File: config.mk
export PLATFORM = sky130hd
export DESIGN_NAME = pmaTop
export DESIGN_NICKNAME = d
export VERILOG_FILES = /design/src/design/pmaPkg.sv /design/src/design/pmaCycleDecode.sv /design/src/design/pmaAddrExecute.sv /design/src/design/pmaAddrResult.sv /design/src/design/pmaTop.sv
export SDC_FILE = /design/constraint.sdc
export NUM_CORES = 1
export LEC_CHECK = 0
export ABC_CLOCK_PERIOD_IN_PS = 1500
export BUFFER_PORTS_ARGS = -buffer_cell sky130_fd_sc_hd__buf_4
export CELL_PAD_IN_SITES_DETAIL_PLACEMENT = 1
export CELL_PAD_IN_SITES_GLOBAL_PLACEMENT = 1
export CORE_AREA = 10 10 137 139
export DETAILED_ROUTE_END_ITERATION = 6
export DIE_AREA = 0 0 147 149
export GPL_TIMING_DRIVEN = 0
export MAX_ROUTING_LAYER = met4
export PLACE_DENSITY_LB_ADDON = 0.1
export SETUP_SLACK_MARGIN = 0.15
export SYNTH_ARGS = -nofsm -noshare
export SYNTH_HDL_FRONTEND = slang
export SYNTH_SLANG_ARGS = --single-unit
File: constraint.sdc
create_clock -name clock -period 1.5 [get_ports clock]
set_clock_uncertainty 0.05 [all_clocks]
set_input_delay 0.3 -clock clock [delete_from_list [all_inputs] [get_ports clock]]
set_output_delay 0.3 -clock clock [all_outputs]
set_load 0.005 [all_outputs]
File: src/design/pmaPkg.sv
package pmaPkg;

  // Physical address is PA 14..35, numbered as on the machine.
  localparam int paWidth = 22;
  localparam int baseWidth = 13;   // Page frame, bits 14..26.
  localparam int offsetWidth = 9;  // Page offset, bits 27..35.

  typedef logic [14:13+paWidth] physAddrT;
  typedef logic [14:13+baseWidth] baseT;
  typedef logic [14+baseWidth:13+baseWidth+offsetWidth] offsetT;

  typedef enum logic [2:0] {
    cycEraRead,
    cycPageRefill,
    cycChan,
    cycWriteback,
    cycCca,
    cycEbox
  } cycleTypeT;

  // Highest priority grant first.
  typedef struct packed {
    logic eraGrant;
    logic refillGrant;
    logic chanGrant;
    logic writebackGrant;
    logic ccaGrant;
    logic eboxGrant;
  } grantVecT;

  typedef struct packed {
    logic valid;
    grantVecT grants;
    physAddrT va;
    logic user;   // UBR for page refill.
    logic paged;
    baseT pfn;    // Frame from the page table.
  } pmaReqT;

  typedef struct packed {
    logic valid;
    logic loadUbr;
    logic loadEbr;
    baseT data;
  } baseLoadT;

  typedef struct packed {
    logic valid;
    physAddrT start;
  } ccaLoadT;

  typedef struct packed {
    logic valid;
    cycleTypeT cycle;
    physAddrT va;
    logic user;
    logic paged;
    baseT pfn;
  } decodedT;

  typedef struct packed {
    logic valid;
    cycleTypeT cycle;
    physAddrT pa;
    logic sweepZero;
  } addrT;

  typedef struct packed {
    logic valid;
    cycleTypeT cycle;
    physAddrT pa;
    logic adrPar;
    logic ccaDone;
  } pmaResT;

endpackage

File: src/design/pmaCycleDecode.sv
`timescale 1ns/10ps

module pmaCycleDecode (
  input  logic clock,
  input  logic rst,
  input  pmaPkg::pmaReqT req,
  output pmaPkg::decodedT dec
);

  pmaPkg::cycleTypeT cycleNext;
  logic anyGrant;

  assign anyGrant = |req.grants;

  // Fixed priority, ERA read highest and EBOX lowest.
  always_comb begin
    if (req.grants.eraGrant) begin
      cycleNext = pmaPkg::cycEraRead;
    end else if (req.grants.refillGrant) begin
      cycleNext = pmaPkg::cycPageRefill;
    end else if (req.grants.chanGrant) begin
      cycleNext = pmaPkg::cycChan;
    end else if (req.grants.writebackGrant) begin
      cycleNext = pmaPkg::cycWriteback;
    end else if (req.grants.ccaGrant) begin
      cycleNext = pmaPkg::cycCca;
    end else begin
      cycleNext = pmaPkg::cycEbox;
    end
  end

  always_ff @(posedge clock) begin
    if (rst) begin
      dec.valid <= 1'b0;
    end else begin
      dec.valid <= req.valid & anyGrant;  // No grant, no cycle.
    end
    dec.cycle <= cycleNext;
    dec.va <= req.va;
    dec.user <= req.user;
    dec.paged <= req.paged;
    dec.pfn <= req.pfn;
  end

endmodule

File: src/design/pmaAddrExecute.sv
`timescale 1ns/10ps

module pmaAddrExecute (
  input  logic clock,
  input  logic rst,
  input  pmaPkg::decodedT dec,
  input  pmaPkg::baseLoadT baseLoad,
  input  pmaPkg::ccaLoadT ccaLoad,
  output pmaPkg::addrT addr
);

  pmaPkg::baseT ubr;
  pmaPkg::baseT ebr;
  pmaPkg::baseT refillBase;
  pmaPkg::physAddrT cca;
  pmaPkg::physAddrT era;
  pmaPkg::physAddrT paNext;
  pmaPkg::offsetT ccaLow;
  logic ccaStep;
  logic eraHold;

  assign refillBase = dec.user ? ubr : ebr;
  assign ccaLow = cca[27:35];
  assign ccaStep = dec.valid && (dec.cycle == pmaPkg::cycCca);
  assign eraHold = !dec.valid || (dec.cycle == pmaPkg::cycEraRead);

  // Physical address source per cycle type.
  always_comb begin
    case (dec.cycle)
      pmaPkg::cycEraRead: begin
        paNext = era;
      end
      pmaPkg::cycPageRefill: begin
        paNext = {refillBase, dec.va[18:26]};  // Table base plus page index.
      end
      pmaPkg::cycChan: begin
        paNext = dec.va;
      end
      pmaPkg::cycWriteback: begin
        paNext = {dec.va[14:33], 2'b00};  // Start of the cache line.
      end
      pmaPkg::cycCca: begin
        paNext = cca;
      end
      default: begin
        if (dec.paged) begin
          paNext = {dec.pfn, dec.va[27:35]};
        end else begin
          paNext = dec.va;
        end
      end
    endcase
  end

  // Page table base registers.
  always_ff @(posedge clock) begin
    if (rst) begin
      ubr <= '0;
      ebr <= '0;
    end else if (baseLoad.valid) begin
      if (baseLoad.loadUbr) begin
        ubr <= baseLoad.data;
      end
      if (baseLoad.loadEbr) begin
        ebr <= baseLoad.data;
      end
    end
  end

  // Sweep counter, an explicit load beats the count.
  always_ff @(posedge clock) begin
    if (rst) begin
      cca <= '0;
    end else if (ccaLoad.valid) begin
      cca <= ccaLoad.start;
    end else if (ccaStep) begin
      cca[27:35] <= ccaLow - 9'd1;  // Wraps past zero.
    end
  end

  always_ff @(posedge clock) begin
    if (rst) begin
      era <= '0;
    end else if (!eraHold) begin
      era <= paNext;
    end
  end

  always_ff @(posedge clock) begin
    if (rst) begin
      addr.valid <= 1'b0;
    end else begin
      addr.valid <= dec.valid;
    end
    addr.cycle <= dec.cycle;
    addr.pa <= paNext;
    addr.sweepZero <= (ccaLow == '0);
  end

endmodule

File: src/design/pmaAddrResult.sv
`timescale 1ns/10ps

module pmaAddrResult (
  input  logic clock,
  input  logic rst,
  input  pmaPkg::addrT addr,
  output pmaPkg::pmaResT res
);

  logic adrParNext;
  logic ccaDoneNext;

  // Odd parity over PA 14..35.
  assign adrParNext = ~^addr.pa;

  // Sweep ends when the used count was zero.
  assign ccaDoneNext = (addr.cycle == pmaPkg::cycCca) && addr.sweepZero;

  always_ff @(posedge clock) begin
    if (rst) begin
      res.valid <= 1'b0;
    end else begin
      res.valid <= addr.valid;
    end
    res.cycle <= addr.cycle;
    res.pa <= addr.pa;
    res.adrPar <= adrParNext;
    res.ccaDone <= ccaDoneNext;
  end

endmodule

File: src/design/pmaTop.sv
`timescale 1ns/10ps

module pmaTop (
  input  logic clock,
  input  logic rst,
  input  pmaPkg::pmaReqT req,
  input  pmaPkg::baseLoadT baseLoad,
  input  pmaPkg::ccaLoadT ccaLoad,
  output pmaPkg::pmaResT res
);

  pmaPkg::decodedT dec;
  pmaPkg::addrT addr;

  pmaCycleDecode i_pmaCycleDecode (
    .clock(clock),
    .rst(rst),
    .req(req),
    .dec(dec)
  );

  // Holds UBR, EBR, CCA and ERA.
  pmaAddrExecute i_pmaAddrExecute (
    .clock(clock),
    .rst(rst),
    .dec(dec),
    .baseLoad(baseLoad),
    .ccaLoad(ccaLoad),
    .addr(addr)
  );

  pmaAddrResult i_pmaAddrResult (
    .clock(clock),
    .rst(rst),
    .addr(addr),
    .res(res)
  );

endmodule

# After elaboration in Yosys (flattened, before gate mapping)
# Cells that the tools add are included.
# totals
reg_bits,166
input_bits,85
output_inout_bits,28
elab_cells,51
# op_classes
n_addsub,1
eq_ne,5
muxes,9
bitwise,1
n_reduce_logical,13
# op_table
cell,count
22-bit case mux with 5 select lines,1
22-bit two-way mux,1
22-bit XNOR reduction,1
9-bit two-way mux,2
13-bit two-way mux,1
9-bit logical NOT,1
"9-bit by 1-bit subtractor with 9-bit output, second input constant",1
"3-bit by 2-bit equality test with 1-bit output, second input constant",2
"3-bit equality test, second input constant",2
6-bit OR reduction,1
2-bit two-way mux,2
2-bit AND reduction,2
4-bit OR reduction,1
"3-bit by 1-bit equality test with 1-bit output, second input constant",1
3-bit logical NOT,1
1-bit logical AND,2
1-bit two-way mux,2
2-bit nonzero test,1
2-bit OR reduction,1
1-bit AND,1
1-bit logical NOT,1
1-bit logical OR,1

# Depth between registers and ports, before layout
# depth
ltp_word,4
ltp_mapped,7
ltp_nobuf,6

# Hierarchy
# Synthesis repeated with hierarchy kept, for this count alone.
# hier_totals
hier_cells,634
area_unflattened_um2,6227.2
# by_module_without_submodules
mod,n_inst,cells_each,area_each_um2
pmaAddrExecute,1,532,4574.4
pmaCycleDecode,1,51,888.4
pmaAddrResult,1,51,764.5

# Worst setup path after synthesis
# No wires, ideal clock.
# synth_timing
kind,register to register
start,register i_pmaCycleDecode.dec[37] (netlist name)
end,register i_pmaAddrExecute.era[4]
setup_time_ps,132
arrival_time_ps,1407
setup_slack_ps,-89
path_stages_with_launch,8
path_buffers,3
synth_period_minus_slack_ps,1589
path_cell_list,dfxtp_1 -> buf_2 -> buf_2 -> nor2_2 -> clkbuf_1 -> nand2_1 -> o2111ai_1 -> a21oi_1
# synth_between
elab_chain_cells,2
elab_cells_between_ends,7
cone_classes,eq/ne (4); mux (1); reduce/logical (2)
# synth_lines
item,line,rtl
3-bit equality test (tied with other cells),pmaAddrExecute.sv:29,case (dec.cycle)
22-bit case mux with 5 select lines or 1-bit logical OR (tied branches),"pmaAddrExecute.sv:29, pmaAddrExecute.sv:25",
"end signal, assigned",pmaAddrExecute.sv:85,era <= paNext;
"end, declared",pmaAddrExecute.sv:16,pmaPkg::physAddrT era;
# Several ways; a longest one is shown, not always the timed one.
# A chain may end at the register's enable or synchronous reset.

# Worst setup path in the final report
# layout_timing
start,register i_pmaCycleDecode.dec[39] (netlist name)
end,register i_pmaAddrExecute.era[16]
# layout_between
elab_chain_cells,2
elab_cells_between_ends,7
cone_classes,eq/ne (4); mux (1); reduce/logical (2)
# layout_lines
item,line
3-bit equality test (tied with other cells),pmaAddrExecute.sv:29
22-bit case mux with 5 select lines or 1-bit logical OR (tied branches),"pmaAddrExecute.sv:29, pmaAddrExecute.sv:25"
# Several ways; a longest one is shown, not always the timed one.

==> flow_metrics.py <==
metrics = {
    "routing": {
        "routedWlPerCell_um": 19.7,
        "avgViaCountPerCell": 4.99,
        "wl_um": 20100,
        "vias": 5104,
        "firstDrtPassIters": 7,
        "drc": 0,
        "drt-initial-drc-count": 266,
        "ant_nets": 0,
    },
    "grt": {
        "grt_max_degree": 17,
        "busiest_layer": "met2",
        "grt_pass1_wl_um": 31600,
        "use_met1": 0.219,
        "grt_pass1_vias": 5612,
        "grtUsageTotal": 0.190,
        "overflow": 0,
        "gr-usage-met2": 0.326,
        "grt_use_met3": 0.0385,
        "antenna_found_initial": 0,
    },
    "clock_network": {
        "cts_root_buf": "clkbuf_16",
        "cts_tree": "done",
        "htreeDepth": 4,
        "cts.path.max_buffers": 2,
        "clkSinkCount": 166,
        "clk_pin_slew_ps": 60,
        "numCtsBuffers": 17,
        "clk_latency_ps": 430,
    },
    "die": {
        "io_pins": 113,
        "die-width_um": 147,
        "num_rows": 47,
        "fp.dieH_um": 149,
        "die_area_um2": 21900,
        "start_util": 0.370,
        "core-area_um2": 16200,
    },
    "yosys": {
        "synth_area_leaders": "dfxtp_1 56%, mux2i_1 5.9%, nand2_1 5.7%",
        "async_flop_share": 0,
        "yosys.area.top_type": "dfxtp_1",
        "ys_seq_area_frac": 0.556,
        "synth_top_family_by_area": "compound AO/OA/AOI/OAI gates",
        "yosys.area_share.adder": 0.00209,
        "synth_nets": 684,
        "ys.warnings.count": 0,
        "yosys.area_share.xor_xnor": 0.0433,
        "avgSynthCellArea_um2": 9.99,
        "muxShareOfSynthArea": 0.0586,
        "synth_edf_count": 0,
        "synth.distinct_cells": 45,
        "synthFlopType": "dfxtp_1",
        "synth-seq-cells": 166,
        "syn-instance-count": 598,
        "netlist.area_leader.share": 0.556,
        "yosys.area_share.simple": 0.151,
        "synth-compound-area-share": 0.154,
        "syn_area_um2": 5980,
    },
    "cells_and_area": {
        "multi_input_area_um2": 2860,
        "layout_common_cells": "151 x dfxtp_1, 133 x buf_4, 88 x nand2_1",
        "stdcell_count": 1022,
        "area_delta_synth_final_pct": 48.0,
        "drive_gt1_frac": 0.333,
        "final_nets": 878,
        "final_area_um2": 8850,
        "fillerInstances": 1730,
        "regArea_um2": 3350,
        "final_common_cell": "dfxtp_1",
        "diodes": 0,
    },
    "min_path": {
        "hold_path.class": "in -> reg",
    },
    "setup_path": {
        "crit_fanout": 10,
        "path_class": "reg -> reg",
        "end_kind": "flop",
        "cp.required_ps": 1740,
        "arrival_ps": 1960,
        "max_stage_delay_ps": 400,
        "cpMaxStageDelayCell": "or3b_4",
        "worstSetupStartpointType": "flop",
        "path_cells": "buf_6 > or3b_4 > buf_12 > a211oi_4 > a2111o_1 > a21oi_2",
    },
    "placed_design": {
        "dpl_worst_slack_ps": -476,
        "port_buffers": 110,
        "place_area_um2": 7270,
        "placed_cells": 928,
        "dp_hpwl_um": 13800,
        "gp_congestion": 0.870,
    },
    "power_and_ir_drop": {
        "powerDensity_nw_per_um2": 1240,
        "leakage_uw": 0.00352,
        "peakVddDrop_uv": 795,
    },
    "sta": {
        "fin_crit_sh": 1.15,
        "worst_pin_slew_ps": 709,
        "report.final.slew_viol_count": 0,
        "hold_violations": 0,
        "finalSetupViolations": 44,
        "rsz0062_at_grt": "yes",
        "slew_headroom": 0.527,
        "period_needed_ps": 1720,
        "fin_ws_ps": -222,
        "max_freq_mhz": 581,
    },
    "outcome": {
        "status": "finished, violations left",
        "violations": "negative setup slack",
    },
    "flow_run": {
        "max_cap_violations": 0,
    },
}
worst max-delay path, delay by kind of cell, from the launching register on:
family / cells / cell delay [ps]
compound gates: 3 / 520
simple gates: 1 / 400
flops: 1 / 320
buf+inv: 2 / 290
registers in the layout, summed over array words and instances, names as in the netlist:
name / cells
i_pmaCycleDecode.dec: 41
i_pmaAddrResult.res: 28
i_pmaAddrExecute.addr: 27
i_pmaAddrExecute.cca: 22
i_pmaAddrExecute.era: 22
i_pmaAddrExecute.ebr: 13
i_pmaAddrExecute.ubr: 13
cells in the mapped netlist (2+ instances only):
cell       count
a2111o_1       8
a211o_1        5
a211oi_1      36
a21oi_1       50
a222oi_1       4
and2_1         2
and3_1         8
buf_2         16
clkbuf_1      19
dfxtp_1      166
inv_1         12
mux2i_1       35
nand2_1       90
nand2b_1      10
nand3_1        3
nand4_1        2
nor2_1        35
nor2b_1       16
nor3_1         3
nor3b_1        6
nor4_1         3
nor4b_1        5
o2111ai_1      3
o211a_1        3
o211ai_1       6
o21a_1         6
o21ai_0        2
o2bb2ai_1      2
xnor2_1       22
xor2_1         5
metrics by stage:
stage	util	total power (uW)	setup TNS [ps]	hold WS, ps
2_1_floorplan	-	5790	0	278
3_3_place_gp	0.450	6370	-13620	301
3_5_place_dp	0.450	6430	-15190	297
4_1_cts	0.542	11000	-3720	2.04
5_1_grt	0.547	11400	-7460	9.71
6_report	0.547	10900	-4120	5.06
final timing paths:
check                           depth (start not counted)                       from                       end  slack [ps]
worst min register to register                          0  i_pmaAddrExecute.addr[24]   i_pmaAddrResult.res[25]         300
worst max-delay path                                    6   i_pmaCycleDecode.dec[39]  i_pmaAddrExecute.era[16]        -220
worst max register to register                          6   i_pmaCycleDecode.dec[39]  i_pmaAddrExecute.era[16]        -220
worst min-delay path                                    2                    req[40]  i_pmaCycleDecode.dec[39]           5
logic make-up after synthesis:
kind of cell | count (synthesis)
xor gates and xnor gates | 28
adders and majority gates | 1
buffers and inverters | 49
muxes | 35
DFF | 166
AOI/OAI and AO/OA | 131
and+or+nand+nor | 188
per-layer routing:
layer | up-vias | wire [um]
met4 | 0 | 216
met5 | - | 0
met3 | 18 | 772
met1 | 2506 | 8850
met2 | 110 | 10300
li1 | 2470 | -
power by group:
part | internal [uW] | switching (uW) | total, uW
Combinational | 971 | 777 | 1750
Clock | 2500 | 1730 | 4230
Sequential | 4750 | 215 | 4970
Total | 8230 | 2720 | 10900
final cells by class:
| type | instances | area share |
|---|---|---|
| buffer | 36 | 0.0362 |
| timing repair buffer | 175 | 0.162 |
| clock inverter | 9 | 0.0117 |
| sequential | 166 | 0.378 |
| clock buffer | 20 | 0.0516 |
| tap | 220 | 0.0311 |
| multi-input combinational | 383 | 0.323 |
| inverter | 13 | 0.00566 |
repair_timing:
item                                   in CTS  in global routing
cloned                                      1                  0
pin swaps                                  22                 11
endpoints found under the hold margin      40                  0
hold buffers                               40                  0
setup endpoints to repair                  54                 55
gates resized for setup                    80                 13
setup buffers                              21                  3
Power figures use the tool's default switching activity.
